--- src/rtl/video_consts.svh ---
`ifndef VIDEO_CONSTS_SVH
`define VIDEO_CONSTS_SVH

// source raster, counted in source pixels (one per two clk_hdmi cycles)
`define VDP_H_ACTIVE      256
`define VDP_H_TOTAL       342

// source raster, counted in source lines
`define VDP_V_ACTIVE      192
`define VDP_V_TOTAL       262

// hsync pulse, in source pixels from the start of the line
`define VDP_H_SYNC_START  280
`define VDP_H_SYNC_LEN    26

// vsync pulse, in source lines from the top of the frame
`define VDP_V_SYNC_START  216
`define VDP_V_SYNC_LEN    3

// line memory address, must cover VDP_H_TOTAL entries
`define LINE_ADDR_W       9

`endif

--- src/rtl/video_pkg.sv ---
`default_nettype none

package video_pkg;

   // TMS9918 colour indices
   typedef enum logic [3:0] {
      TRANSPARENT  = 4'd0,
      BLACK        = 4'd1,
      MEDIUM_GREEN = 4'd2,
      LIGHT_GREEN  = 4'd3,
      DARK_BLUE    = 4'd4,
      LIGHT_BLUE   = 4'd5,
      DARK_RED     = 4'd6,
      CYAN         = 4'd7,
      MEDIUM_RED   = 4'd8,
      LIGHT_RED    = 4'd9,
      DARK_YELLOW  = 4'd10,
      LIGHT_YELLOW = 4'd11,
      DARK_GREEN   = 4'd12,
      MAGENTA      = 4'd13,
      GRAY         = 4'd14,
      WHITE        = 4'd15
   } tms_color_e;

   typedef struct packed {
      logic       hsync;
      logic       vsync;
      logic       de;      // active video
      tms_color_e color;
   } pixel_t;

   typedef struct packed {
      logic [7:0] r;
      logic [7:0] g;
      logic [7:0] b;
   } rgb_t;

   // [9:0] blue, [19:10] green, [29:20] red
   typedef logic [29:0] tmds_word_t;

   typedef enum logic {
      FIRST_PASS  = 1'b0,
      SECOND_PASS = 1'b1
   } dbl_phase_e;

endpackage

`default_nettype wire

--- src/rtl/vdp_raster_gen.sv ---
`timescale 1ns/10ps
`default_nettype none
`include "video_consts.svh"

module vdp_raster_gen import video_pkg::*; (
   input  logic   clk_hdmi,
   input  logic   arst_n_i,
   output pixel_t src_pix_o,
   output logic   src_stb_o
);

   logic [`LINE_ADDR_W-1:0] h_cnt;
   logic [8:0]              v_cnt;
   logic                    stb_q;
   logic                    active;
   pixel_t                  pix_d;

   // half rate pixel enable
   always_ff @(posedge clk_hdmi or negedge arst_n_i) begin
      if (!arst_n_i)
         stb_q <= 1'b0;
      else
         stb_q <= ~stb_q;
   end

   assign src_stb_o = stb_q;

   always_ff @(posedge clk_hdmi or negedge arst_n_i) begin
      if (!arst_n_i) begin
         h_cnt <= '0;
         v_cnt <= '0;
      end else if (stb_q) begin
         if (h_cnt == `LINE_ADDR_W'(`VDP_H_TOTAL - 1)) begin
            h_cnt <= '0;
            if (v_cnt == 9'(`VDP_V_TOTAL - 1))
               v_cnt <= '0;
            else
               v_cnt <= v_cnt + 9'd1;
         end else begin
            h_cnt <= h_cnt + 1'b1;
         end
      end
   end

   assign active = (h_cnt < `LINE_ADDR_W'(`VDP_H_ACTIVE)) && (v_cnt < 9'(`VDP_V_ACTIVE));

   always_comb begin
      pix_d.de    = active;
      pix_d.hsync = (h_cnt >= `LINE_ADDR_W'(`VDP_H_SYNC_START)) &&
                    (h_cnt < `LINE_ADDR_W'(`VDP_H_SYNC_START + `VDP_H_SYNC_LEN));
      pix_d.vsync = (v_cnt >= 9'(`VDP_V_SYNC_START)) &&
                    (v_cnt < 9'(`VDP_V_SYNC_START + `VDP_V_SYNC_LEN));
      // diagonal stripes, 16 pixels wide, shifted one index per line
      if (active)
         pix_d.color = tms_color_e'(h_cnt[7:4] + v_cnt[3:0]);
      else
         pix_d.color = TRANSPARENT;
   end

   always_ff @(posedge clk_hdmi or negedge arst_n_i) begin
      if (!arst_n_i)
         src_pix_o <= '0;
      else if (stb_q)
         src_pix_o <= pix_d;
   end

endmodule

`default_nettype wire

--- config.mk ---
export PLATFORM = sky130hd
export DESIGN_NAME = vdp_raster_gen
export DESIGN_NICKNAME = d
export VERILOG_FILES = /design/src/rtl/video_pkg.sv /design/src/rtl/vdp_raster_gen.sv
export VERILOG_INCLUDE_DIRS = /design/src /design/src/rtl
export SDC_FILE = /design/constraint.sdc
export NUM_CORES = 1
export LEC_CHECK = 0
export ABC_AREA = 1
export ABC_CLOCK_PERIOD_IN_PS = 3400
export BUFFER_PORTS_ARGS = -buffer_cell sky130_fd_sc_hd__buf_2
export CORE_MARGIN = 2
export CORE_UTILIZATION = 60
export DETAILED_ROUTE_END_ITERATION = 10
export GPL_TIMING_DRIVEN = 0
export PLACE_DENSITY = 0.79
export RECOVER_POWER = 100
export SLEW_MARGIN = 25
export SYNTH_ARGS = -nofsm -noshare
export SYNTH_HDL_FRONTEND = slang
export SYNTH_SLANG_ARGS = --single-unit
--- constraint.sdc ---
create_clock -name clk_hdmi -period 3.4 [get_ports clk_hdmi]
set_clock_uncertainty 0.1 [all_clocks]
set_input_delay 0.34 -clock clk_hdmi [delete_from_list [all_inputs] [get_ports clk_hdmi]]
set_output_delay 0.34 -clock clk_hdmi [all_outputs]
set_load 0.005 [all_outputs]
Word level (Yosys, flattened, before mapping)
Cells that the tools add are included.
Operators by class
  $add $sub $neg: 3
  $lt $le $gt $ge: 6
  equality and inequality tests: 2
  muxes and demuxes: 3
  bitwise logic cells: 1
  reductions and logical operators: 4
Operators with widths (number)
  $add A9 B1 Y9 const B: 2
  $eq A9 B9 Y1 const B: 2
  $lt A9 B8 Y1 const B: 2
  $lt A9 B9 Y1 const B: 2
  $mux W9: 2
  $ge A9 B8 Y1 const B: 1
  $ge A9 B9 Y1 const B: 1
  $add A4 B4 Y4: 1
  $mux W4: 1
  $logic_and A1 B1 Y1: 3
  $reduce_and A2 Y1: 1
  $not A1 Y1: 1
Word-level totals
  flip-flop bits (word level): 26
  output and inout bits: 8
  word-level logic and storage cells: 26

Longest topological paths before layout
Gate-level depths: netlist of the first run.
  word-level depth: 3
  gate-level depth with buffers: 8
  depth with buffers taken out: 8

Worst setup path before layout of the first run
OpenSTA, ideal clock, no wires.
  kind: register to register
  from: register h_cnt[4]
  to: register src_pix_o[1] (netlist bit)
  arrival time: 1.252 ns
  slack: 1.927 ns
  cell stages (with the launch flop): 4
  clock period less this slack: 1.473 ns
  cells stage by stage: dfrtp_1 -> ha_1 -> fa_1 -> a22o_1
Between the ends
  cells in the longest elaborated chain, start to end: 3
  elaborated cells between the ends (all ways): 4
  those cells by class: 1 x add/sub; 1 x order compare; 1 x mux; 1 x reduce/logical
Ends and longest elaborated chain
  start, declared: line vdp_raster_gen.sv:12  | logic [`LINE_ADDR_W-1:0] h_cnt;
  start signal, assigned: line vdp_raster_gen.sv:40  | h_cnt <= h_cnt + 1'b1;
  $lt A9 B9 Y1: line vdp_raster_gen.sv:45  | assign active = (h_cnt < `LINE_ADDR_W'(`VDP_H_ACTIVE)) && (v_cnt < 9'(`VDP_V_ACTIVE));
  $logic_and A1 B1 Y1: line vdp_raster_gen.sv:45
  $mux W4 *: line vdp_raster_gen.sv:54  | if (active)
  end signal, assigned: line vdp_raster_gen.sv:64  | src_pix_o <= pix_d;
  end, declared: line vdp_raster_gen.sv:8  | output pixel_t src_pix_o,
Every way passes the cells marked *; elsewhere a longest branch is shown, timed or not.
A chain may end at the register's enable or synchronous reset.

==> qor.txt, run 1 <==
status -> completed
port bufs -> 9
CTS tree -> done
worst endpoint required time -> 3.52 ns
P per Cell Area -> 259.2 mW/mm^2
Comb power frac -> 1.6%
synthesized area -> 0.001624 sq mm
maxcap violations -> 0
YS warnings -> 0
fin worst setup slack -> 1.633 ns
Pint -> 351.6 uW
min-delay worst type -> flip-flop to flip-flop
vias -> 1436
Crit path max-delay family -> buffers and inverters
Reg clk slew, reported paths -> 0.13 ns
Max VDD drop -> 0.2459 mV
FP Rows -> 18
critical path peak fanout -> 26
Psw -> 92.29 uW
Yosys reg bits -> 26
DRC Markers -> 0
Place WS -> 1.756 ns
first-pass GRT wire length -> 5.865 mm
area grow syn2layout -> 5.470%
critical path class -> primary input to async pin
post-route insts no fill -> 260
RSZ-0062 raised after global routing -> false
buffer depth of the longest clock path -> 2
post-synthesis cell type count -> 25
Seq/Total Area, Yosys -> 40.06%
clock network power share -> 28.8%
mean number of vias per cell -> 5.523
design area -> 0.001713 sq mm
via count of the first global-routing pass -> 1340
DP Wirelength -> 2.540 mm
CTS Root Cell -> clkbuf_4
Worst Setup End Kind -> async pin
crit share post-route -> 51.97%
crit-path cells -> dlygate4sd3_1 -> clkbuf_1
Final Critical Period -> 1.767 ns
placed insts -> 256
register area -> 650.6 sq um
Setup-failing EPs final -> 0
crit start category -> primary input
Routed WL per cell -> 12.83 microns
leading post-synthesis cells by cell area -> dfrtp_1 (40%), nand2_1 (16%), ha_1 (6.9%)
CTS Hold Bufs -> 1
fillers -> 219
I/O pins -> 10
worst-skew pair later-pin latency -> 0.31 ns
# Post-CTS Setup Buffers -> 0
Critical path buffers and inverters -> 2
final hold viol count -> 0
largest net degree at the start of global routing -> 27
Num CTS Buffers -> 3
total negative setup slack -> 0 ns
area of the core -> 0.002522 sq mm
Sw Share -> 20.79%
Leakage Power -> 0.8992 nW
multi-input logic area -> 824.5 sq um
Clock Sinks -> 26
Net Count, Synth -> 229
die height -> 56.03 microns
slew margin rel. -> 6.981%
Critical-path top delay cell -> clkbuf_1
Power Total -> 443.9 uW
TritonRoute pass-1 iters -> 4
Yosys top cell by area -> dfrtp_1
die width -> 56.03 microns
Syn Inst Count -> 217
Fmax achieved -> 565.9 MHz
H-tree Lvls -> 1
fin nets -> 244
Hold Path Cell Cnt -> 2
Least-Margin Pin Slew -> 1.395 ns
Slew Limit Fails -> 0
DP Area -> 0.001707 sq mm
GPL Wtd Cong -> 0.9149
layout cell share with drive strength beyond 1 -> 9.130%
total global-route track usage -> 22.98%
Initial Util -> 64.38%
Worst path max stage delay -> 1.01 ns
Avg Cell Area, Syn -> 7.484 sq um
antenna violations before repair -> 0
die area -> 0.003139 sq mm
Crit path depth -> 2
Worst EP arrival -> 1.88 ns
post-CTS sizing -> 0
Sequential Power Share -> 69.7%
antenna violation net count after detailed routing -> 0
violation count after the first detailed-route iteration -> 73
final WL -> 3.336 mm
grt ovf -> 0
# diodes -> 0
Yosys top cell area share -> 40.06%
Worst R2R Path Depth -> 8
-- sequential cells by signal, summed over array words and instances (netlist names) --
| signal | cells |
|---|---|
| h_cnt | 9 |
| v_cnt | 9 |
| src_pix_o | 7 |
| src_stb_o | 1 |
-- worst register-to-register path: cells and delay by family, from the launching register on --
kind / cells / cell delay (ns)
buffers and inverters: 2 / 0.19
AND/OR/NAND/NOR: 5 / 0.78
flip-flops: 1 / 0.42
adder cells (fa/ha/maj): 1 / 0.20
-- layout make-up --
| cell class | count | area share, % |
|---|---|---|
| sequential | 26 | 37.98 |
| multi-input combinational | 161 | 48.14 |
| tap | 30 | 2.191 |
| buffer | 5 | 1.753 |
| timing repair buffer | 10 | 3.141 |
| clock buffer | 3 | 1.315 |
| inverter | 25 | 5.478 |
-- power groups by stage --
stage	Clock (mW)	Combinational [mW]	Sequential, mW
floorplan	0	0.000000518	0.315
global placement	0	0.00655	0.315
detailed placement	0	0.00670	0.315
CTS	0.131	0.00757	0.309
global route	0.143	0.00849	0.309
finish	0.128	0.00689	0.309
-- stage by stage --
step / util [%] / hold slack (ns)
floorplan: - / -0.05559
global placement: 67.66 / 0.2661
detailed placement: 67.66 / 0.2724
CTS: 68.95 / 0.3958
global route: 67.91 / 0.4276
finish: 67.91 / 0.3943
-- cell usage in the layout (no fill, tap or decap), types with 2 or more instances in the layout --
cell type,count
a21oi_1,3
a22o_1,2
buf_2,11
clkbuf_1,2
clkbuf_4,3
dfrtp_1,26
ha_1,9
inv_1,23
inv_2,2
nand2_1,69
nand3_1,15
nand4_1,4
nor2_1,29
nor2_2,2
nor3_1,3
o21ai_0,12
xnor2_1,3
xor2_1,5
-- final timing paths --
check                             startpoint           end  slack [ns]
worst max register to register      h_cnt[1]      v_cnt[7]        1.65
worst min-delay path            src_pix_o[4]  src_pix_o[4]        0.39
min in group asynchronous           arst_n_i  src_pix_o[2]        0.76
worst max-delay path                arst_n_i      h_cnt[0]        1.63
max in group clk_hdmi               h_cnt[1]      v_cnt[7]        1.65
worst min register to register  src_pix_o[4]  src_pix_o[4]        0.39
-- cell usage after synthesis --
cell	n
nand3_1	14
inv_2	3
buf_6	1
nand4_1	3
a22o_1	2
xor2_1	5
nor3_2	1
buf_2	4
nand3_2	2
a21oi_1	3
nor2_1	26
nand3b_1	1
nor2_4	1
nand4_2	1
inv_1	22
fa_1	1
nor2_2	4
nand2_1	69
dfrtp_1	26
nor3_1	3
xnor2_1	3
o21ai_0	7
ha_1	9
o21ai_1	5
a31oi_1	1
-- layer usage --
layer  vias to the layer above  track usage (%)  part of all wire (%)
li1                        708                -                     -
met1                       667            31.56                    46
met3                         7            2.093                   5.2
met5                         -                0                     0
met4                         0            5.782                   1.4
met2                        54            38.99                    47
-- logic make-up (layout without fill, tap and decap cells) --
group / Yosys count / count (layout) / synth area share [%]
compound gates: 18 / 18 / 6.086
xor+xnor: 8 / 8 / 4.315
fa+ha+maj: 10 / 10 / 8.167
buf+inv: 30 / 43 / 7.704
flops: 26 / 26 / 40.06
simple gates: 125 / 125 / 33.67
Power figures use the tool's default switching activity.
==> run 2: changes to the inputs <==
ABC_CLOCK_PERIOD_IN_PS = 1750   (was 3400)
clock period = 1.75 ns   (was 3.4 ns; I/O delays follow)
==> run 2 against run 1 <==
Net effect: sequential cell count unchanged; combinational power increased by 97%; largest cell class unchanged; hold slack got worse by 0.099 ns; global-route usage unchanged; total power increased by 94%; setup slack got worse by 1.5 ns; non-clock buffer count unchanged; utilization increased by 1.1 points.
==> qor.txt, run 2 (synthesis gave the netlist of run 1 again) <==
status -> completed
Max VDD drop -> 0.4733 mV (+92%)
I/O pins -> 10 (unchanged)
multi-input logic area -> 850.8 sq um (+3.2%)
crit share post-route -> 92.27%
Sequential Power Share -> 69.7% (about the same)
most frequent cells in the layout -> nand2_1 (69), dfrtp_1 (26), nor2_1 (25)
Comb power frac -> 1.6% (about the same)
Metal-1 WL -> 1.517 mm (-0.91%)
Reg clk slew, reported paths -> 0.13 ns (about the same)
CTS tree -> done
uppermost layer routed -> met4
fillers -> 217 (-0.91%)
Slew Limit Fails -> 0 (unchanged)
die width -> 56.03 microns (unchanged)
final hold viol count -> 0 (unchanged)
mean number of vias per cell -> 5.485 (-0.70%)
die height -> 56.03 microns (unchanged)
clock network power share -> 28.7% (about the same)
RSZ-0062 raised after global routing -> false
Setup-failing EPs final -> 0 (unchanged)
H-tree Lvls -> 1 (unchanged)
commonest non-fill, non-tap cell in the layout -> nand2_1
maxcap violations -> 0 (unchanged)
crit start category -> flip-flop
grt ovf -> 0 (unchanged)
worst-skew pair later-pin latency -> 0.31 ns (about the same)
total negative setup slack -> 0 ns (unchanged)
Worst Setup End Kind -> flip-flop
DP Wirelength -> 2.540 mm (unchanged)
design area -> 0.001740 sq mm (+1.6%)
placed insts -> 256 (unchanged)
Routed WL per cell -> 12.80 microns (-0.21%)
first-pass GRT wire length -> 5.865 mm (unchanged)
Num CTS Buffers -> 3 (unchanged)
Top Registers -> h_cnt: 9 flops, v_cnt: 9 flops, src_pix_o: 7 flops
area of the core -> 0.002522 sq mm (unchanged)
worst endpoint required time -> 1.86 ns (-1.66 ns)
area grow syn2layout -> 7.165%
Routed met3 length -> 140 microns (-20%)
# diodes -> 0 (unchanged)
CTS Root Cell -> clkbuf_4
post-route insts no fill -> 260 (unchanged)
TritonRoute pass-1 iters -> 4 (unchanged)
fin nets -> 244 (unchanged)
critical path peak fanout -> 7 (-73%)
Least-Margin Pin Slew -> 0.6440 ns (-0.7512 ns)
Place WS -> 0.1061 ns (-1.650 ns)
DP Area -> 0.001707 sq mm (unchanged)
Leakage Power -> 0.9114 nW (+1.3%)
final core occ -> 69.00% (+1.1 points)
via count of the first global-routing pass -> 1340 (unchanged)
Sw Share -> 20.64% (-0.15 points)
FP Rows -> 18 (unchanged)
port bufs -> 9 (unchanged)
slew margin rel. -> 57.06% (+50 points)
buffer depth of the longest clock path -> 2 (unchanged)
die area -> 0.003139 sq mm (unchanged)
total global-route track usage -> 22.98% (unchanged)
fin worst setup slack -> 0.1352 ns (-1.498 ns)
antenna violation net count after detailed routing -> 0 (unchanged)
Final Critical Period -> 1.615 ns
violation count after the first detailed-route iteration -> 62 (-15%)
Clock Sinks -> 26 (unchanged)
layout cell share with drive strength beyond 1 -> 12.17% (+3.0 points)
hold_ws -> 0.2955 ns (-0.09886 ns)
Psw -> 177.8 uW (+93%)
RR Startpoint -> h_cnt[4]
metal2 WL -> 1.645 mm (+4.0%)
Pint -> 683.5 uW (+94%)
DRC Markers -> 0 (unchanged)
critical path class -> flip-flop to flip-flop
vias -> 1426 (-0.70%)
min-delay worst type -> primary input to async pin
FF-to-FF End -> src_pix_o[2]
Initial Util -> 64.38% (unchanged)
reg2reg setup slack -> 0.14 ns (-1.51 ns)
Power Total -> 861.3 uW (+94%)
GPL Wtd Cong -> 0.9149 (unchanged)
largest net degree at the start of global routing -> 27 (unchanged)
Worst EP arrival -> 1.72 ns (-0.16 ns)
Worst R2R Path Depth -> 4 (-4)
Fmax achieved -> 619.3 MHz
register area -> 650.6 sq um (unchanged)
final WL -> 3.329 mm (-0.21%)
P per Cell Area -> 494.9 mW/mm^2 (+91%)
antenna violations before repair -> 0 (unchanged)
==> run 2: cell counts in the layout (fill, tap and decap cells not counted) <==
No cell type changed its count.
==> run 2: power groups by stage <==
stage / Sequential, mW / Combinational (mW) / Clock (mW)
after floorplan: 0.612 / 0.000000518 / 0
after global placement: 0.612 / 0.0127 / 0
after detailed placement: 0.612 / 0.0130 / 0
after CTS: 0.601 / 0.0147 / 0.255
after global routing: 0.601 / 0.0168 / 0.277
final: 0.601 / 0.0136 / 0.247
==> run 2: worst max-delay path by stage <==
stage / startpoint / end / slack, ns
5_1_grt: h_cnt[1] / v_cnt[0] / 0.03
6_report: h_cnt[4] / src_pix_o[2] / 0.14
4_1_cts: h_cnt[1] / v_cnt[2] / 0.1
3_3_place_gp: h_cnt[4] / src_pix_o[2] / 0.20
3_5_place_dp: h_cnt[1] / v_cnt[2] / 0.11
2_1_floorplan: h_cnt[4] / src_pix_o[1] / 0.28
==> run 2: per-layer routing <==
| layer | global-route usage, % | vias to the layer above |
|---|---|---|
| li1 | - | 710 |
| met1 | 31.56 | 668 |
| met2 | 38.99 | 44 |
| met3 | 2.093 | 4 |
| met4 | 5.782 | 0 |
| met5 | 0 | - |
==> run 2: timing repair <==
| action | in CTS | in global routing |
|---|---|---|
| endpoints found under the setup margin | 0 | 8 |
| gates resized for setup | 0 | 1 |
| hold endpoints to repair | 26 | 0 |
| hold buffers | 1 | 0 |
| buffers inserted | 0 | 0 |
==> run 2: layout make-up <==
type	count	share of cell area [%]
Tap cell	30	2.157
Buffer	5	1.725
Clock buffer	3	1.294
Multi-Input combinational cell	161	48.89
Sequential cell	26	37.38
Inverter	25	5.392
Timing Repair Buffer	10	3.163
==> run 2: worst max-delay path, stage by stage, from the launching register on <==
cell	delay (ns)
dfrtp_1	0.49
ha_1	0.26
fa_1	0.38
xnor2_1	0.18
o21ai_0	0.11
