**src/rtl/video_consts.svh**
```systemverilog
`ifndef VIDEO_CONSTS_SVH
`define VIDEO_CONSTS_SVH

// source raster, counted in source pixels (one per two clk_hdmi cycles)
`define VDP_H_ACTIVE      256
`define VDP_H_TOTAL       342

// source raster, counted in source lines
`define VDP_V_ACTIVE      192
`define VDP_V_TOTAL       262

// hsync pulse, in source pixels from the start of the line
`define VDP_H_SYNC_START  280
`define VDP_H_SYNC_LEN    26

// vsync pulse, in source lines from the top of the frame
`define VDP_V_SYNC_START  216
`define VDP_V_SYNC_LEN    3

// line memory address, must cover VDP_H_TOTAL entries
`define LINE_ADDR_W       9

`endif

```
**src/rtl/video_pkg.sv**
```systemverilog
`default_nettype none

package video_pkg;

   // TMS9918 colour indices
   typedef enum logic [3:0] {
      TRANSPARENT  = 4'd0,
      BLACK        = 4'd1,
      MEDIUM_GREEN = 4'd2,
      LIGHT_GREEN  = 4'd3,
      DARK_BLUE    = 4'd4,
      LIGHT_BLUE   = 4'd5,
      DARK_RED     = 4'd6,
      CYAN         = 4'd7,
      MEDIUM_RED   = 4'd8,
      LIGHT_RED    = 4'd9,
      DARK_YELLOW  = 4'd10,
      LIGHT_YELLOW = 4'd11,
      DARK_GREEN   = 4'd12,
      MAGENTA      = 4'd13,
      GRAY         = 4'd14,
      WHITE        = 4'd15
   } tms_color_e;

   typedef struct packed {
      logic       hsync;
      logic       vsync;
      logic       de;      // active video
      tms_color_e color;
   } pixel_t;

   typedef struct packed {
      logic [7:0] r;
      logic [7:0] g;
      logic [7:0] b;
   } rgb_t;

   // [9:0] blue, [19:10] green, [29:20] red
   typedef logic [29:0] tmds_word_t;

   typedef enum logic {
      FIRST_PASS  = 1'b0,
      SECOND_PASS = 1'b1
   } dbl_phase_e;

endpackage

`default_nettype wire

```
**src/rtl/tmds_channel_encoder.sv**
```systemverilog
`timescale 1ns/10ps
`default_nettype none

module tmds_channel_encoder (
   input  logic       clk_hdmi,
   input  logic       arst_n_i,
   input  logic [7:0] data_i,
   input  logic [1:0] ctrl_i,   // {c1, c0}
   input  logic       de_i,
   output logic [9:0] sym_o
);

   // transition minimising stage, bit 8 set when xor was used
   function automatic logic [8:0] min_trans(input logic [7:0] d);
      logic [3:0] ones;
      logic       xnor_sel;
      logic [8:0] q;
      ones = 4'($countones(d));
      xnor_sel = (ones > 4'd4) || ((ones == 4'd4) && !d[0]);
      q[0] = d[0];
      for (int i = 1; i < 8; i++)
         q[i] = xnor_sel ? ~(q[i-1] ^ d[i]) : (q[i-1] ^ d[i]);
      q[8] = ~xnor_sel;
      return q;
   endfunction

   logic [8:0]        q_m;
   logic [3:0]        n1_q;
   logic signed [5:0] bal;     // ones minus zeros in q_m[7:0]
   logic signed [5:0] cnt_q;
   logic signed [5:0] cnt_d;
   logic [9:0]        sym_d;
   logic [9:0]        ctrl_sym;

   assign q_m  = min_trans(data_i);
   assign n1_q = 4'($countones(q_m[7:0]));
   assign bal  = $signed({1'b0, n1_q, 1'b0}) - 6'sd8;

   always_comb begin
      if ((cnt_q == 6'sd0) || (bal == 6'sd0)) begin
         sym_d = {~q_m[8], q_m[8], q_m[8] ? q_m[7:0] : ~q_m[7:0]};
         cnt_d = q_m[8] ? cnt_q + bal : cnt_q - bal;
      end else if (((cnt_q > 6'sd0) && (bal > 6'sd0)) ||
                   ((cnt_q < 6'sd0) && (bal < 6'sd0))) begin
         sym_d = {1'b1, q_m[8], ~q_m[7:0]};
         cnt_d = cnt_q - bal + (q_m[8] ? 6'sd2 : 6'sd0);
      end else begin
         sym_d = {1'b0, q_m[8], q_m[7:0]};
         cnt_d = cnt_q + bal - (q_m[8] ? 6'sd0 : 6'sd2);
      end
   end

   always_comb begin
      case (ctrl_i)
         2'b00:   ctrl_sym = 10'b1101010100;
         2'b01:   ctrl_sym = 10'b0010101011;
         2'b10:   ctrl_sym = 10'b0101010100;
         default: ctrl_sym = 10'b1010101011;
      endcase
   end

   always_ff @(posedge clk_hdmi or negedge arst_n_i) begin
      if (!arst_n_i) begin
         sym_o <= 10'b1101010100;
         cnt_q <= '0;
      end else if (!de_i) begin
         sym_o <= ctrl_sym;
         cnt_q <= '0;   // disparity restarts each active period
      end else begin
         sym_o <= sym_d;
         cnt_q <= cnt_d;
      end
   end

endmodule

`default_nettype wire

```
**src/rtl/dvi_encoder.sv**
```systemverilog
`timescale 1ns/10ps
`default_nettype none

module dvi_encoder import video_pkg::*; (
   input  logic       clk_hdmi,
   input  logic       arst_n_i,
   input  pixel_t     pix_i,
   input  tms_color_e overlay_color_i,
   output tmds_word_t tmds_o
);

   function automatic rgb_t tms_palette(input tms_color_e c);
      case (c)
         TRANSPARENT:  return '{8'h00, 8'h00, 8'h00};
         BLACK:        return '{8'h00, 8'h00, 8'h00};
         MEDIUM_GREEN: return '{8'h21, 8'hc8, 8'h42};
         LIGHT_GREEN:  return '{8'h5e, 8'hdc, 8'h78};
         DARK_BLUE:    return '{8'h54, 8'h55, 8'hed};
         LIGHT_BLUE:   return '{8'h7d, 8'h76, 8'hfc};
         DARK_RED:     return '{8'hd4, 8'h52, 8'h4d};
         CYAN:         return '{8'h42, 8'heb, 8'hf5};
         MEDIUM_RED:   return '{8'hfc, 8'h55, 8'h54};
         LIGHT_RED:    return '{8'hff, 8'h79, 8'h78};
         DARK_YELLOW:  return '{8'hd4, 8'hc1, 8'h54};
         LIGHT_YELLOW: return '{8'he6, 8'hce, 8'h80};
         DARK_GREEN:   return '{8'h21, 8'hb0, 8'h3b};
         MAGENTA:      return '{8'hc9, 8'h5b, 8'hba};
         GRAY:         return '{8'hcc, 8'hcc, 8'hcc};
         default:      return '{8'hff, 8'hff, 8'hff};
      endcase
   endfunction

   tms_color_e color_sel;
   rgb_t       rgb_q;
   logic       hs_q;
   logic       vs_q;
   logic       de_q;
   logic [9:0] sym_b;
   logic [9:0] sym_g;
   logic [9:0] sym_r;

   // overlay wins unless transparent
   assign color_sel = (overlay_color_i != TRANSPARENT) ? overlay_color_i : pix_i.color;

   always_ff @(posedge clk_hdmi) begin
      rgb_q <= tms_palette(color_sel);
   end

   always_ff @(posedge clk_hdmi or negedge arst_n_i) begin
      if (!arst_n_i) begin
         hs_q <= 1'b0;
         vs_q <= 1'b0;
         de_q <= 1'b0;
      end else begin
         hs_q <= pix_i.hsync;
         vs_q <= pix_i.vsync;
         de_q <= pix_i.de;
      end
   end

   tmds_channel_encoder enc_b (
      .clk_hdmi (clk_hdmi),
      .arst_n_i (arst_n_i),
      .data_i   (rgb_q.b),
      .ctrl_i   ({vs_q, hs_q}),   // c0 carries hsync
      .de_i     (de_q),
      .sym_o    (sym_b)
   );

   tmds_channel_encoder enc_g (
      .clk_hdmi (clk_hdmi),
      .arst_n_i (arst_n_i),
      .data_i   (rgb_q.g),
      .ctrl_i   (2'b00),
      .de_i     (de_q),
      .sym_o    (sym_g)
   );

   tmds_channel_encoder enc_r (
      .clk_hdmi (clk_hdmi),
      .arst_n_i (arst_n_i),
      .data_i   (rgb_q.r),
      .ctrl_i   (2'b00),
      .de_i     (de_q),
      .sym_o    (sym_r)
   );

   assign tmds_o = {sym_r, sym_g, sym_b};

endmodule

`default_nettype wire

```
**config.mk**
```make
export PLATFORM = sky130hd
export DESIGN_NAME = dvi_encoder
export DESIGN_NICKNAME = d
export VERILOG_FILES = /design/src/rtl/video_consts.svh /design/src/rtl/video_pkg.sv /design/src/rtl/tmds_channel_encoder.sv /design/src/rtl/dvi_encoder.sv
export SDC_FILE = /design/constraint.sdc
export NUM_CORES = 1
export LEC_CHECK = 0
export ABC_AREA = 1
export BUFFER_PORTS_ARGS = -buffer_cell sky130_fd_sc_hd__clkbuf_2
export CORE_MARGIN = 2
export CORE_UTILIZATION = 50
export CTS_CLUSTER_DIAMETER = 150
export DETAILED_ROUTE_END_ITERATION = 8
export GPL_TIMING_DRIVEN = 0
export PLACE_DENSITY = 0.67
export SKIP_LAST_GASP = 1
export SLEW_MARGIN = 0
export SYNTH_ARGS = -nofsm -noshare
export SYNTH_HDL_FRONTEND = slang
export SYNTH_HIERARCHICAL = 1
export SYNTH_SLANG_ARGS = --single-unit
```
**constraint.sdc**
```tcl
create_clock -name clk_hdmi -period 12.2 [get_ports clk_hdmi]
set_input_delay 0 -clock clk_hdmi [delete_from_list [all_inputs] [get_ports clk_hdmi]]
set_output_delay 0 -clock clk_hdmi [all_outputs]
set_load 0.01 [all_outputs]
```
After elaboration in Yosys (flattened, before gate mapping)
Memory sizes are Yosys's and may differ from the RTL's. A register that Yosys moved wholly into a read port is not among the register bits.
Index checks and enable logic that the tools add are counted.
Widths: inputs -> output; s select.
{ "word_totals": {"reg_bits": 51, "romBits": 384, "input_bits": 13, "elab_cells": 217, "n_memories": 1} }
{ "classes": {"add_sub_neg": 57, "order_cmp": 15, "eq_ne": 5, "muxes": 53, "bitwise": 48, "n_reduce_logical": 29} }
{ "memory_table": {"columns": ["name", "depth", "word_bits", "rd", "rd_clocked_by_memory_dff", "write_ports", "line_no", "rtl"], "rows": [
  ["(no name shown)", 16, 24, 1, 1, 0, "dvi_encoder.sv:13", "case (c)"]
]} }
{ "op_table": {"columns": ["operator", "n"], "rows": [
  ["$mux 10", 9],
  ["$add 4x4->4", 18],
  ["$mux 6", 12],
  ["$add 1x1->2", 24],
  ["$add 6x6->6", 6],
  ["$gt 6x1->1 const B", 6],
  ["$logic_not 6->1", 6],
  ["$lt 6x1->1 const B", 6],
  ["$sub 6x6->6", 6],
  ["$pmux 10 s3", 1],
  ["$mux 8", 3],
  ["$not 1->1", 24],
  ["$not 8->8", 3],
  ["$mux 1", 21],
  ["$xor 1x1->1", 21],
  ["$sub 5x4->6 const B", 3],
  ["$eq 4x3->1 const B", 3],
  ["$gt 4x3->1 const B", 3],
  ["$mux 2", 6],
  ["$logic_and 1x1->1", 9],
  ["$logic_or 1x1->1", 9],
  ["$mux 4", 1],
  ["$reduce_bool 4->1", 1],
  ["$logic_not 1->1", 3],
  ["other kinds (3)", 3]
]} }

Logic depth before layout (Yosys ltp)
Gate-level depths: netlist (run 1).
{ "logic_depth": {"depth_word": 35, "depth_mapped": 41, "mapped_depth_nobuf": 41} }

By module
The synthesis (run 1) kept the hierarchy.
{ "by_module_without_submodules": {"columns": ["module", "instances", "cells_per_inst", "area_each_um2", "seq_area_each_um2"], "rows": [
  ["tmds_channel_encoder at enc_g", 1, 268, 2119.5, 381.6],
  ["tmds_channel_encoder at enc_r", 1, 264, 2098.3, 381.6],
  ["tmds_channel_encoder at enc_b", 1, 269, 2011.9, 381.6],
  ["dvi_encoder", 1, 151, 1189.9, 555.5]
]} }

Worst setup path after synthesis (run 1)
OpenSTA, ideal clock, no wires.
{ "synth_timing": {"kind": "register to register", "start": "register rgb_q[16] (netlist name)", "end": "register enc_r.cnt_q[5]", "setup_ns": 0.125, "arrival_time_ns": 6.746, "t_required_ns": 12.075, "slack_ns": 5.329, "stages_incl_launch_ff": 30, "synth_period_minus_slack_ns": 6.871, "cell_sequence": "dfxtp_1 fa_1 ha_1 fa_1 fa_1 nor2_1 nand2_1 nand2_1 nand2_4 bufbuf_8 xor2_1 inv_1 fa_1 fa_1 inv_1 fa_1 ha_1 fa_1 xnor2_1 inv_1 ha_1 ha_1 inv_1 xor2_1 inv_1 nor3_1 a21oi_1 o21ai_1 a21oi_1 a2111oi_0"} }
{ "synth_via": {"elab_chain_len": 35} }
{ "synth_lines": {"columns": ["item", "line_no", "rtl"], "rows": [
  ["parallel branches: the longest is 33 deep, another holds $add 4x4->4", null, null],
  ["$mux 6 *", "tmds_channel_encoder.sv:40", "if ((cnt_q == 6'sd0) || (bal == 6'sd0)) begin"],
  ["$mux 6 *", "tmds_channel_encoder.sv:66", "end else if (!de_i) begin"],
  ["end signal, assigned", "tmds_channel_encoder.sv:71", "cnt_q <= cnt_d;"],
  ["end, declared", "tmds_channel_encoder.sv:30", "logic signed [5:0] cnt_q;"]
]} }
Mark *: on every way between the ends.

Final worst setup path (run 1)
{ "layout_timing": {"start": "register rgb_q[8] (netlist name)", "end": "register enc_g.cnt_q[5]"} }
{ "layout_via": {"elab_chain_len": 35} }
{ "layout_lines": {"columns": ["item", "line_no"], "rows": [
  ["parallel branches: the longest is 33 deep, another holds $add 4x4->4", null],
  ["$mux 6 *", "tmds_channel_encoder.sv:40"],
  ["$mux 6 *", "tmds_channel_encoder.sv:66"],
  ["end signal, assigned", "tmds_channel_encoder.sv:71"],
  ["end, declared", "tmds_channel_encoder.sv:30"]
]} }
Marked as above.

==> results of run 1 <==
==> sequential cells by signal, summed over array words and instances (netlist names), 5 cells and up <==
| register | flops |
|---|---|
| rgb_q | 24 |
| enc_r/sym_o | 10 |
| enc_g/cnt_q | 5 |
| enc_r/cnt_q | 5 |
| enc_b/cnt_q | 5 |
| enc_g/sym_o | 10 |
| enc_b/sym_o | 10 |
==> layout make-up <==
class	instances	area [sq um]	area share, %
Buffer	19	183	2.21
Inverter	148	556	6.74
Multi-Input combinational cell	724	5020	60.9
Clock buffer	14	275	3.34
Sequential cell	72	1700	20.6
Timing Repair Buffer	47	270	3.28
Clock inverter	2	11.3	0.137
Tap cell	184	230	2.79
==> cell usage in the layout (no fill, tap or decap), drive strengths merged <==
| master | count |
|---|---|
| o21bai | 3 |
| a21boi | 1 |
| o221ai | 5 |
| o211ai | 8 |
| inv | 149 |
| buf | 11 |
| nand3b | 1 |
| a211oi | 4 |
| bufbuf | 2 |
| fa | 30 |
| a2111oi | 10 |
| nand2 | 234 |
| conb | 12 |
| or2 | 2 |
| xor2 | 19 |
| dfrtp | 33 |
| o31ai | 6 |
| dfxtp | 24 |
| clkinv | 1 |
| ha | 85 |
| a311oi | 2 |
| nand4 | 7 |
| xnor2 | 6 |
| dfstp | 15 |
| o21ai | 63 |
| a21oi | 27 |
| a221oi | 1 |
| nand3 | 122 |
| nor3 | 15 |
| and3 | 1 |
| nor2 | 57 |
| dlygate4sd3 | 4 |
| a31oi | 3 |
| clkbuf | 63 |
==> layer usage <==
| metal | part of all wire, % | track usage, % |
|---|---|---|
| met3 | 4.1 | 3.53 |
| met5 | 0 | 0 |
| met1 | 51 | 31.0 |
| met4 | 1.3 | 5.43 |
| met2 | 44 | 33.6 |
==> worst register-to-register path, delay by kind of cell (launching register included) <==
kind	cells	cell delay, ns
DFF	1	0.47
buffers and inverters	4	0.38
adders and majority gates	10	3.80
xor gates and xnor gates	2	0.58
AOI/OAI and AO/OA	5	0.80
and+or+nand+nor	14	1.43
==> path summary, 6_finish.rpt <==
check,endpoint,slack [ns]
setup / recovery,enc_g/cnt_q[5],4.59
hold / removal,hs_q,0.1
setup reg to reg,enc_g/cnt_q[5],4.59
hold reg to reg,enc_g/sym_o[0],0.64
max in group asynchronous,enc_g/sym_o[2],11.52
min in group clk_hdmi,rgb_q[1],0.13
==> per-stage QoR <==
step | cells | utilization (%)
2_1_floorplan | 963 | -
3_3_place_gp | 1189 | 54.4
3_5_place_dp | 1189 | 54.4
4_1_cts | 1209 | 56.6
5_1_grt | 1210 | 56.7
6_report | 1210 | 56.7
==> logic make-up after synthesis <==
| logic type | count (synthesis) | synth area share, % |
|---|---|---|
| AND/OR/NAND/NOR | 439 | 30.3 |
| buffers and inverters | 167 | 9.95 |
| AO/OA/AOI/OAI | 133 | 11.4 |
| adder cells (fa/ha/maj) | 115 | 22.4 |
| flip-flops | 72 | 22.9 |
| XOR/XNOR | 25 | 2.95 |
| other | 1 | 0.0505 |
==> reports/summary.json, run 1 <==
{
  "post-route-drc-count": {"value": 0},
  "cts_max_path_buffers": {"value": 2},
  "antenna_left": {"value": 0},
  "worst_slack": {"value": 4.59, "unit": "ns"},
  "synth_async_sr_flop_share": {"value": 66.7, "unit": "%"},
  "rsz0062_at_grt": {"value": "no"},
  "n_antenna_cell": {"value": 0},
  "gr_usage_total": {"value": 21.4, "unit": "%"},
  "cts_tree": {"value": "done"},
  "fp-row-count": {"value": 44},
  "synth.largest_area_cell": {"value": "ha_1"},
  "yosysSeqAreaShare": {"value": 22.9, "unit": "%"},
  "grt_first_pass_wirelength": {"value": 28.2, "unit": "mm"},
  "actual_slew_at_the_worst_max_slew_pin": {"value": 0.667, "unit": "ns"},
  "num-fill-cells": {"value": 1381},
  "wp_buf_inv": {"value": 4},
  "totalNegativeSetupSlack": {"value": 0, "unit": "ns"},
  "start_util": {"value": 51.1, "unit": "%"},
  "postRouteWirelength": {"value": 15.9, "unit": "mm"},
  "whs": {"value": 0.100, "unit": "ns"},
  "number_of_maximum_capacitance_constraint_violations": {"value": 0},
  "gp_congestion": {"value": 0.883},
  "cts_buffers": {"value": 9},
  "finalHoldViolCount": {"value": 0},
  "yosys.cell_types.count": {"value": 49},
  "dp_hpwl": {"value": 12.8, "unit": "mm"},
  "postPlaceCellArea": {"value": 7900, "unit": "sq um"},
  "timing_max_transition_violations_final": {"value": 0},
  "worst-endpoint-required": {"value": 12.42, "unit": "ns"},
  "die_area": {"value": 15800, "unit": "sq um"},
  "slowest_delay": {"value": 0.51, "unit": "ns"},
  "cp-startpoint": {"value": "rgb_q[8]"},
  "cp.depth": {"value": 35},
  "design.portCount": {"value": 43},
  "wl_per_cell": {"value": 13.2, "unit": "microns"},
  "grt_pass1_vias": {"value": 6021},
  "detail_route.iter0.violations": {"value": 372},
  "yosys_warnings": {"value": 6},
  "timing.hold.worst.class": {"value": "input port to asynchronous set/reset pin"},
  "overflow": {"value": 0},
  "critical_path.slowest_cell": {"value": "fa_1"},
  "clkSlewWorstSetupHoldPaths": {"value": 0.06, "unit": "ns"},
  "largest_net_degree_at_the_start_of_global_routing": {"value": 49},
  "final.period_utilization": {"value": 62.4, "unit": "%"},
  "dr_pass1_iterations": {"value": 6},
  "post_synth_instance_area": {"value": 7420, "unit": "sq um"},
  "crit_type": {"value": "flop to flop"},
  "final_area": {"value": 8250, "unit": "sq um"},
  "netlist.area_leader.share": {"value": 14.3, "unit": "%"},
  "r2r_cells": {"value": 35},
  "largest_cells_by_area_after_synthesis": {"value": "ha_1 (14%), dfrtp_1 (11%), nand2_1 (9.1%)"},
  "post_drt_via_cell_ratio": {"value": 5.16},
  "max-slew-margin-rel": {"value": 54.4, "unit": "%"},
  "startpoint_type": {"value": "flop"},
  "timing.rr.start": {"value": "rgb_q[8]"},
  "synth_ff_type": {"value": "dfrtp_1"},
  "die_width": {"value": 126, "unit": "microns"},
  "grt_antenna_before_repair": {"value": 0},
  "cts_num_sinks": {"value": 72},
  "postCtsSetupBuffers": {"value": 0},
  "final_layout_size_suffix_gt1_share": {"value": 18.4, "unit": "%"},
  "root_buffer": {"value": "clkbuf_16"},
  "coreArea": {"value": 14500, "unit": "sq um"},
  "htree_num_levels": {"value": 3},
  "chipHeight": {"value": 126, "unit": "microns"},
  "post_synth_most_frequent_cells": {"value": "nand2_1 (179), inv_1 (139), nand3_1 (93), ha_1 (85), nor2_1 (55)"},
  "crit_path_frequent_cell": {"value": "fa_1"},
  "cts_hold_buffers": {"value": 4},
  "finish.net_count": {"value": 1149},
  "fin_skew": {"value": 0.00925, "unit": "ns"},
  "synth_most_common_cell": {"value": "nand2_1"},
  "yosys_register_bits": {"value": 72},
  "syn_area_per_cell": {"value": 7.79, "unit": "sq um"},
  "route.vias.total": {"value": 6243},
  "area_growth": {"value": 11.2, "unit": "%"},
  "clk-insertion-delay-late": {"value": 0.34, "unit": "ns"},
  "status": {"value": "complete, no violations"},
  "min_period": {"value": 7.61, "unit": "ns"},
  "postSynthCellCount": {"value": 952},
  "setup-violations-final": {"value": 0},
  "post-place-ws": {"value": 4.56, "unit": "ns"},
  "port_buffers": {"value": 42},
  "cp_data_arrival_time": {"value": 7.83, "unit": "ns"},
  "crit_path_end_kind": {"value": "flop"},
  "synth_edf_count": {"value": 0},
  "cts_resized": {"value": 0},
  "maximum_fanout_along_the_worst_path": {"value": 6},
  "fmax": {"value": 131, "unit": "MHz"},
  "cp_top_family": {"value": "adder cells"}
}
Power of run 1 is not shown: default switching activity piles up to over one toggle a cycle in this logic, so the estimate is an artifact.
==> run 2: changes to the inputs <==
ABC_AREA = 0   (was 1)
PLACE_DENSITY = 0.68   (was 0.67)
clock period = 7.3 ns   (was 12.2 ns; I/O delays follow)
==> run 2 against run 1 <==
Effect of this change: register-to-register slack lost 4.4 ns; final cell count shrank 23%; utilization grew 1.9 points; count of clock-buffer cells in the layout shrank 1; routed wire length shrank 8.0%; non-clock buffer count grew 1; clock skew shrank 0.0043 ns; flip-flop and latch count is the same; first-iteration DRC count shrank 35%; largest cell class unchanged; worst setup slack lost 4.4 ns; sequential share of layout area grew 1.4 points; critical path depth shrank 13.
==> reports/summary.json, run 2 <==
{
  "status": {"value": "complete, no violations"},
  "yosys_register_bits": {"value": 72, "change": "unchanged"},
  "largest_cells_by_area_after_synthesis": {"value": "ha_1 (16%), dfrtp_1 (12%), fa_1 (8.9%)"},
  "overflow": {"value": 0, "change": "unchanged"},
  "die_width": {"value": 120, "unit": "microns", "change": "-4.5%"},
  "finish.cell_count_without_fillers": {"value": 931, "change": "-23%"},
  "post_drt_via_cell_ratio": {"value": 5.35, "change": "+3.7%"},
  "whs": {"value": 0.0867, "unit": "ns", "change": "-0.0133 ns"},
  "synth_edf_count": {"value": 0, "change": "unchanged"},
  "cp_data_arrival_time": {"value": 7.31, "unit": "ns", "change": "-0.52 ns"},
  "clkSlewWorstSetupHoldPaths": {"value": 0.06, "unit": "ns", "change": "about the same"},
  "largest_register": {"value": "rgb_q"},
  "actual_slew_at_the_worst_max_slew_pin": {"value": 0.596, "unit": "ns", "change": "-0.0718 ns"},
  "fin_skew": {"value": 0.00495, "unit": "ns", "change": "-0.00431 ns"},
  "grt_antenna_before_repair": {"value": 0, "change": "unchanged"},
  "final_area": {"value": 7740, "unit": "sq um", "change": "-6.2%"},
  "num-fill-cells": {"value": 1123, "change": "-19%"},
  "fmax": {"value": 141, "unit": "MHz", "change": "+7.4%"},
  "maximum_fanout_along_the_worst_path": {"value": 10, "change": "+4"},
  "place_inst": {"value": 913, "change": "-23%"},
  "gp_congestion": {"value": 0.930, "change": "+5.3%"},
  "yosys_warnings": {"value": 6, "change": "unchanged"},
  "wl_per_cell": {"value": 15.7, "unit": "microns", "change": "+20%"},
  "coreArea": {"value": 13200, "unit": "sq um", "change": "-9.2%"},
  "start_util": {"value": 51.1, "unit": "%", "change": "+0.079 points"},
  "htree_num_levels": {"value": 3, "change": "unchanged"},
  "min_period": {"value": 7.09, "unit": "ns", "change": "-0.523 ns"},
  "post-route-drc-count": {"value": 0, "change": "unchanged"},
  "cts_tree": {"value": "done"},
  "mostFrequentLayoutCell": {"value": "ha_1"},
  "crit_path_end_kind": {"value": "flop"},
  "timing_max_transition_violations_final": {"value": 0, "change": "unchanged"},
  "setup-violations-final": {"value": 0, "change": "unchanged"},
  "chipHeight": {"value": 120, "unit": "microns", "change": "-4.5%"},
  "finalHoldViolCount": {"value": 0, "change": "unchanged"},
  "timing.hold.worst.class": {"value": "input port to asynchronous set/reset pin"},
  "number_of_maximum_capacitance_constraint_violations": {"value": 0, "change": "unchanged"},
  "cts_num_sinks": {"value": 72, "change": "unchanged"},
  "die_area": {"value": 14400, "unit": "sq um", "change": "-8.8%"},
  "design.portCount": {"value": 43, "change": "unchanged"},
  "final_layout_size_suffix_gt1_share": {"value": 19.6, "unit": "%", "change": "+1.2 points"},
  "r2r_setup_slack": {"value": 0.21, "unit": "ns", "change": "-4.38 ns"},
  "synth_async_sr_flop_share": {"value": 66.7, "unit": "%", "change": "unchanged"},
  "startpoint_type": {"value": "flop"},
  "yosys.cell_types.count": {"value": 79, "change": "+61%"},
  "dp_hpwl": {"value": 11.5, "unit": "mm", "change": "-9.9%"},
  "synth_ff_type": {"value": "dfrtp_1"},
  "root_buffer": {"value": "clkbuf_16"},
  "max-slew-margin-rel": {"value": 60.0, "unit": "%", "change": "+5.7 points"},
  "postSynthCellCount": {"value": 684, "change": "-28%"},
  "clk-insertion-delay-late": {"value": 0.33, "unit": "ns", "change": "about the same"},
  "cts_max_path_buffers": {"value": 2, "change": "unchanged"},
  "finish.net_count": {"value": 878, "change": "-24%"},
  "crit_type": {"value": "flop to flop"},
  "yosysSeqAreaShare": {"value": 25.2, "unit": "%", "change": "+2.3 points"},
  "grt_first_pass_wirelength": {"value": 24.9, "unit": "mm", "change": "-12%"},
  "post_synth_instance_area": {"value": 6740, "unit": "sq um", "change": "-9.1%"},
  "gr_usage_total": {"value": 21.5, "unit": "%", "change": "+0.082 points"},
  "final.period_utilization": {"value": 97.1, "unit": "%", "change": "+35 points"},
  "netlist.area_leader.share": {"value": 15.8, "unit": "%", "change": "+1.4 points"},
  "grt_pass1_vias": {"value": 5321, "change": "-12%"},
  "timing.rr.start": {"value": "rgb_q[16]"},
  "route.vias.total": {"value": 4981, "change": "-20%"},
  "postRouteWirelength": {"value": 14.7, "unit": "mm", "change": "-8.0%"},
  "synth.largest_area_cell": {"value": "ha_1"},
  "port_buffers": {"value": 42, "change": "unchanged"},
  "fp-row-count": {"value": 42, "change": "-4.5%"},
  "postPlaceCellArea": {"value": 7220, "unit": "sq um", "change": "-8.7%"},
  "largest_net_degree_at_the_start_of_global_routing": {"value": 49, "change": "unchanged"},
  "r2r_cells": {"value": 22, "change": "-37%"},
  "layout_common_cells": {"value": "ha_1 (81), inv_1 (79), xnor2_1 (63), a21oi_1 (54), clkbuf_2 (41)"},
  "antenna_left": {"value": 0, "change": "unchanged"},
  "syn_area_per_cell": {"value": 9.86, "unit": "sq um", "change": "+27%"},
  "dr_pass1_iterations": {"value": 4, "change": "-2"},
  "synth_most_common_cell": {"value": "ha_1"},
  "n_antenna_cell": {"value": 0, "change": "unchanged"},
  "detail_route.iter0.violations": {"value": 242, "change": "-35%"},
  "post_synth_most_frequent_cells": {"value": "ha_1 (85), inv_1 (79), xnor2_1 (66), a21oi_1 (54), dfrtp_1 (33)"},
  "cts_buffers": {"value": 9, "change": "unchanged"},
  "crit_reg_reg_endpoint": {"value": "enc_r/cnt_q[5]"},
  "worst-endpoint-required": {"value": 7.53, "unit": "ns", "change": "-4.89 ns"},
  "utilization": {"value": 58.7, "unit": "%", "change": "+1.9 points"},
  "largest_register_ff_count": {"value": 24, "change": "unchanged"},
  "area_growth": {"value": 14.7, "unit": "%"}
}
[run 2: cell count changes after synthesis, moves of 29 or more]
| cell | before | now |
|---|---|---|
| nand2_1 | 179 | 27 |
| xnor2_1 | 6 | 66 |
| o21ai_0 | 48 | 14 |
| a21oi_1 | 24 | 54 |
| nand2_2 | 42 | 0 |
| inv_1 | 139 | 79 |
| nor2_1 | 55 | 26 |
| nand3_1 | 93 | 14 |
[run 2: worst max-delay path, cell delays in order, from the launching register on]
cell	delay, ns
dfxtp_2	0.35
fa_1	0.49
ha_1	0.30
fa_1	0.41
fa_1	0.47
nor3b_2	0.23
o22ai_2	0.13
buf_6	0.18
xor2_2	0.18
fa_1	0.51
fa_1	0.55
inv_1	0.05
fa_1	0.45
ha_1	0.23
fa_2	0.36
xor2_2	0.20
ha_1	0.34
ha_4	0.32
a21oi_1	0.06
or3_4	0.35
o211a_1	0.13
or3_1	0.35
a311oi_2	0.32
[run 2: timing repair]
| item | 4_1_cts | 5_1_grt |
|---|---|---|
| hold buffers | 4 | 0 |
| endpoints found under the setup margin | 27 | 39 |
| pin swaps | 1 | 7 |
| resized for setup | 9 | 25 |
| buffers inserted | 1 | 2 |
| hold endpoints to repair | 36 | 0 |
[run 2: cell families (layout without fill, tap and decap cells)]
group | count (synthesis) | count (layout) | synth area share (%)
flops | 72 | 72 | 25.2
other cells | 1 | 12 | 0.0556
buf+inv | 107 | 167 | 6.34
xor+xnor | 104 | 104 | 15.8
simple gates | 113 | 113 | 8.96
fa+ha+maj | 115 | 115 | 24.7
compound gates | 153 | 153 | 15.5
mux | 19 | 19 | 3.38
[run 2: cell type report]
cell class | count | area, sq um | area share [%]
multi-input combinational | 516 | 4780 | 61.8
inverter | 84 | 318 | 4.11
tap | 176 | 220 | 2.85
buffer | 17 | 106 | 1.37
clock buffer | 13 | 293 | 3.78
clock inverter | 3 | 20.0 | 0.259
sequential | 72 | 1700 | 22.0
timing repair buffer | 50 | 293 | 3.78
[run 2: worst max-delay path by stage]
stage               startpoint        endpoint  cells past startpoint
CTS                  rgb_q[16]  enc_r/cnt_q[5]                     23
global route          rgb_q[8]  enc_g/cnt_q[5]                     23
floorplan            rgb_q[16]  enc_r/cnt_q[5]                     23
global placement     rgb_q[16]  enc_r/cnt_q[5]                     23
detailed placement   rgb_q[16]  enc_r/cnt_q[5]                     23
finish               rgb_q[16]  enc_r/cnt_q[5]                     22
[run 2: routing by layer]
layer,share of wire (%),global-route usage [%],vias up
met2,50,37.3,113
li1,-,-,2434
met4,1.6,6.69,0
met3,3.7,4.13,19
met1,45,27.0,2415
met5,0,0,-
[run 2: stage by stage]
step                TNS [ns]  worst slack (ns)
finish                     0             0.212
global route         -0.0584           -0.0310
detailed placement     -3.34            -0.482
floorplan                  0             0.293
CTS                   -0.101            -0.101
global placement      -0.609            -0.328
Power of run 2 is left out for the same reason.
==> run 3: changes to the inputs <==
RECOVER_POWER = 100   (was unset)
==> run 3 against run 2 <==
Effect of this change: the flow now finishes with violations (capacitance limit, slew limit); flip-flop and latch count unchanged; via count up 0.18%; final cell count unchanged; critical endpoint unchanged; highest routed layer unchanged.
==> reports/summary.json, run 3 (synthesis results as in run 2) <==
{
  "status": {"value": "finished, violations left"},
  "violated_checks": {"value": "capacitance limit, slew limit"},
  "crit_type": {"value": "flop to flop"},
  "cts_max_path_buffers": {"value": 2, "change": "unchanged"},
  "r2r_setup_slack": {"value": 0.21, "unit": "ns", "change": "about the same"},
  "max-slew-margin-rel": {"value": -45.2, "unit": "%", "change": "-110 points"},
  "post_drt_via_cell_ratio": {"value": 5.36, "change": "+0.18%"},
  "setup-violations-final": {"value": 0, "change": "unchanged"},
  "cp_top_family": {"value": "adder cells"},
  "start_util": {"value": 51.1, "unit": "%", "change": "unchanged"},
  "port_buffers": {"value": 42, "change": "unchanged"},
  "overflow": {"value": 0, "change": "unchanged"},
  "final.period_utilization": {"value": 97.1, "unit": "%", "change": "about the same"},
  "route.met2.wl": {"value": 7.35, "unit": "mm", "change": "about the same"},
  "timing.hold.worst.class": {"value": "input port to flop"},
  "met3_wirelength": {"value": 553, "unit": "microns", "change": "+1.3%"},
  "post-route-drc-count": {"value": 0, "change": "unchanged"},
  "path_cells": {"value": "fa_1 > ha_1 > fa_1 > fa_1 > nor3b_2 > o22ai_2 > buf_6 > xor2_2 > fa_1 > fa_1 > inv_1 > fa_1 > ha_1 > fa_2 > xor2_2 > ha_1 > ha_4 > a21oi_1 > or3_4 > o211a_1 > or3_1 > a311oi_2"},
  "worst-endpoint-required": {"value": 7.53, "unit": "ns", "change": "about the same"},
  "mostFrequentLayoutCell": {"value": "ha_1"},
  "slowest_delay": {"value": 0.55, "unit": "ns", "change": "about the same"},
  "clkSlewWorstSetupHoldPaths": {"value": 0.06, "unit": "ns", "change": "about the same"},
  "cp_data_arrival_time": {"value": 7.31, "unit": "ns", "change": "about the same"},
  "antenna_left": {"value": 0, "change": "unchanged"},
  "grt_pass1_vias": {"value": 5321, "change": "unchanged"},
  "postRouteWirelength": {"value": 14.7, "unit": "mm", "change": "+0.37%"},
  "startpoint_type": {"value": "flop"},
  "number_of_maximum_capacitance_constraint_violations": {"value": 1, "change": "+1"},
  "fmax": {"value": 141, "unit": "MHz", "change": "about the same"},
  "worst_slack": {"value": 0.211, "unit": "ns", "change": "-0.00103 ns"},
  "fp-row-count": {"value": 42, "change": "unchanged"},
  "crit_path_frequent_cell": {"value": "fa_1"},
  "r2r_cells": {"value": 22, "change": "unchanged"},
  "die_area": {"value": 14400, "unit": "sq um", "change": "unchanged"},
  "clk-insertion-delay-late": {"value": 0.33, "unit": "ns", "change": "about the same"},
  "critical_path.slowest_cell": {"value": "fa_1"},
  "min_period": {"value": 7.09, "unit": "ns", "change": "+0.00103 ns"},
  "area_growth": {"value": 13.9, "unit": "%"},
  "n_antenna_cell": {"value": 0, "change": "unchanged"},
  "timing.rr.start": {"value": "rgb_q[16]"},
  "grt_antenna_before_repair": {"value": 0, "change": "unchanged"},
  "wl_per_cell": {"value": 15.8, "unit": "microns", "change": "+0.37%"},
  "timing_max_transition_violations_final": {"value": 39, "change": "+39"},
  "layout_common_cells": {"value": "ha_1 (81), inv_1 (79), xnor2_1 (63), a21oi_1 (54), clkbuf_1 (43)"},
  "die_width": {"value": 120, "unit": "microns", "change": "unchanged"},
  "dr.max_layer_used": {"value": "met4"},
  "htree_num_levels": {"value": 3, "change": "unchanged"},
  "detail_route.iter0.violations": {"value": 290, "change": "+20%"},
  "post-place-ws": {"value": -0.482, "unit": "ns", "change": "unchanged"},
  "cts_tree": {"value": "done"},
  "finalHoldViolCount": {"value": 0, "change": "unchanged"},
  "actual_slew_at_the_worst_max_slew_pin": {"value": 2.18, "unit": "ns", "change": "+1.58 ns"},
  "dr_pass1_iterations": {"value": 4, "change": "unchanged"},
  "largest_register": {"value": "rgb_q"},
  "coreArea": {"value": 13200, "unit": "sq um", "change": "unchanged"},
  "fin_skew": {"value": 0.00515, "unit": "ns", "change": "+0.000200 ns"},
  "crit_reg_reg_endpoint": {"value": "enc_r/cnt_q[5]"},
  "gr_usage_total": {"value": 21.5, "unit": "%", "change": "unchanged"},
  "grt_first_pass_wirelength": {"value": 24.9, "unit": "mm", "change": "unchanged"},
  "crit_path_end_kind": {"value": "flop"},
  "hold-path-endpoint": {"value": "rgb_q[2]"},
  "root_buffer": {"value": "clkbuf_16"},
  "largest_register_ff_count": {"value": 24, "change": "unchanged"},
  "wirelength_met1": {"value": 6.60, "unit": "mm", "change": "+0.78%"},
  "maximum_fanout_along_the_worst_path": {"value": 10, "change": "unchanged"},
  "largest_net_degree_at_the_start_of_global_routing": {"value": 49, "change": "unchanged"},
  "min-delay-start": {"value": "overlay_color_i[0]"},
  "dp_hpwl": {"value": 11.5, "unit": "mm", "change": "unchanged"},
  "cts_buffers": {"value": 9, "change": "unchanged"},
  "cts_num_sinks": {"value": 72, "change": "unchanged"},
  "min_path_cells": {"value": 4},
  "chipHeight": {"value": 120, "unit": "microns", "change": "unchanged"},
  "finish.net_count": {"value": 878, "change": "unchanged"},
  "route.vias.total": {"value": 4990, "change": "+0.18%"},
  "design.portCount": {"value": 43, "change": "unchanged"},
  "gp_congestion": {"value": 0.930, "change": "unchanged"},
  "wp_buf_inv": {"value": 2, "change": "unchanged"},
  "final_layout_size_suffix_gt1_share": {"value": 15.0, "unit": "%", "change": "-4.6 points"}
}
run 3: changes by cell type in the layout (fill, tap and decap cells not counted), sizes merged:
cell and delta:
buf -4, clkbuf +4
run 3: how the worst max path moves through the flow:
| stage | slack, ns | cells after the start | endpoint | startpoint |
|---|---|---|---|---|
| 3_5_place_dp | -0.48 | 23 | enc_r/cnt_q[5] | rgb_q[16] |
| 2_1_floorplan | 0.29 | 23 | enc_r/cnt_q[5] | rgb_q[16] |
| 3_3_place_gp | -0.33 | 23 | enc_r/cnt_q[5] | rgb_q[16] |
| 4_1_cts | -0.10 | 23 | enc_r/cnt_q[5] | rgb_q[16] |
| 5_1_grt | -0.03 | 23 | enc_g/cnt_q[5] | rgb_q[8] |
| 6_report | 0.21 | 22 | enc_r/cnt_q[5] | rgb_q[16] |
run 3: what timing repair did:
item,CTS,global route
pin swaps,1,7
buffers inserted,1,2
hold buffers,4,0
setup endpoints to repair,27,39
gates resized for setup,9,25
endpoints found under the hold margin,36,0
run 3: tightest hold or removal path, cell delays in order:
cell      delay [ns]
clkbuf_2        0.13
a31oi_1         0.12
nand3_1         0.11
nand2_1         0.06
run 3: metrics by stage:
step	utilization (%)	cells	instance area [sq um]	TNS [ns]	hold slack (ns)
after CTS	57.7	933	7600	-0.101	0.120
after global routing	58.2	931	7680	-0.0584	0.194
after floorplan	-	695	6790	0	-0.296
after global placement	54.7	913	7220	-0.609	0.110
after detailed placement	54.7	913	7220	-3.34	0.111
final	58.2	931	7680	0	0.137
run 3: cell type report:
type | count | area (sq um)
sequential | 72 | 1700
timing repair buffer | 50 | 236
clock inverter | 3 | 20.0
multi-input combinational | 516 | 4780
clock buffer | 13 | 293
buffer | 17 | 104
tap | 176 | 220
fill | 1142 | 5510
inverter | 84 | 318
run 3: routing by layer:
metal  global-route usage [%]  vias up
li1                         -     2433
met1                     27.0     2430
met2                     37.3      108
met3                     4.13       19
met4                     6.69        0
met5                        0        -
Power of run 3 is left out for the same reason.
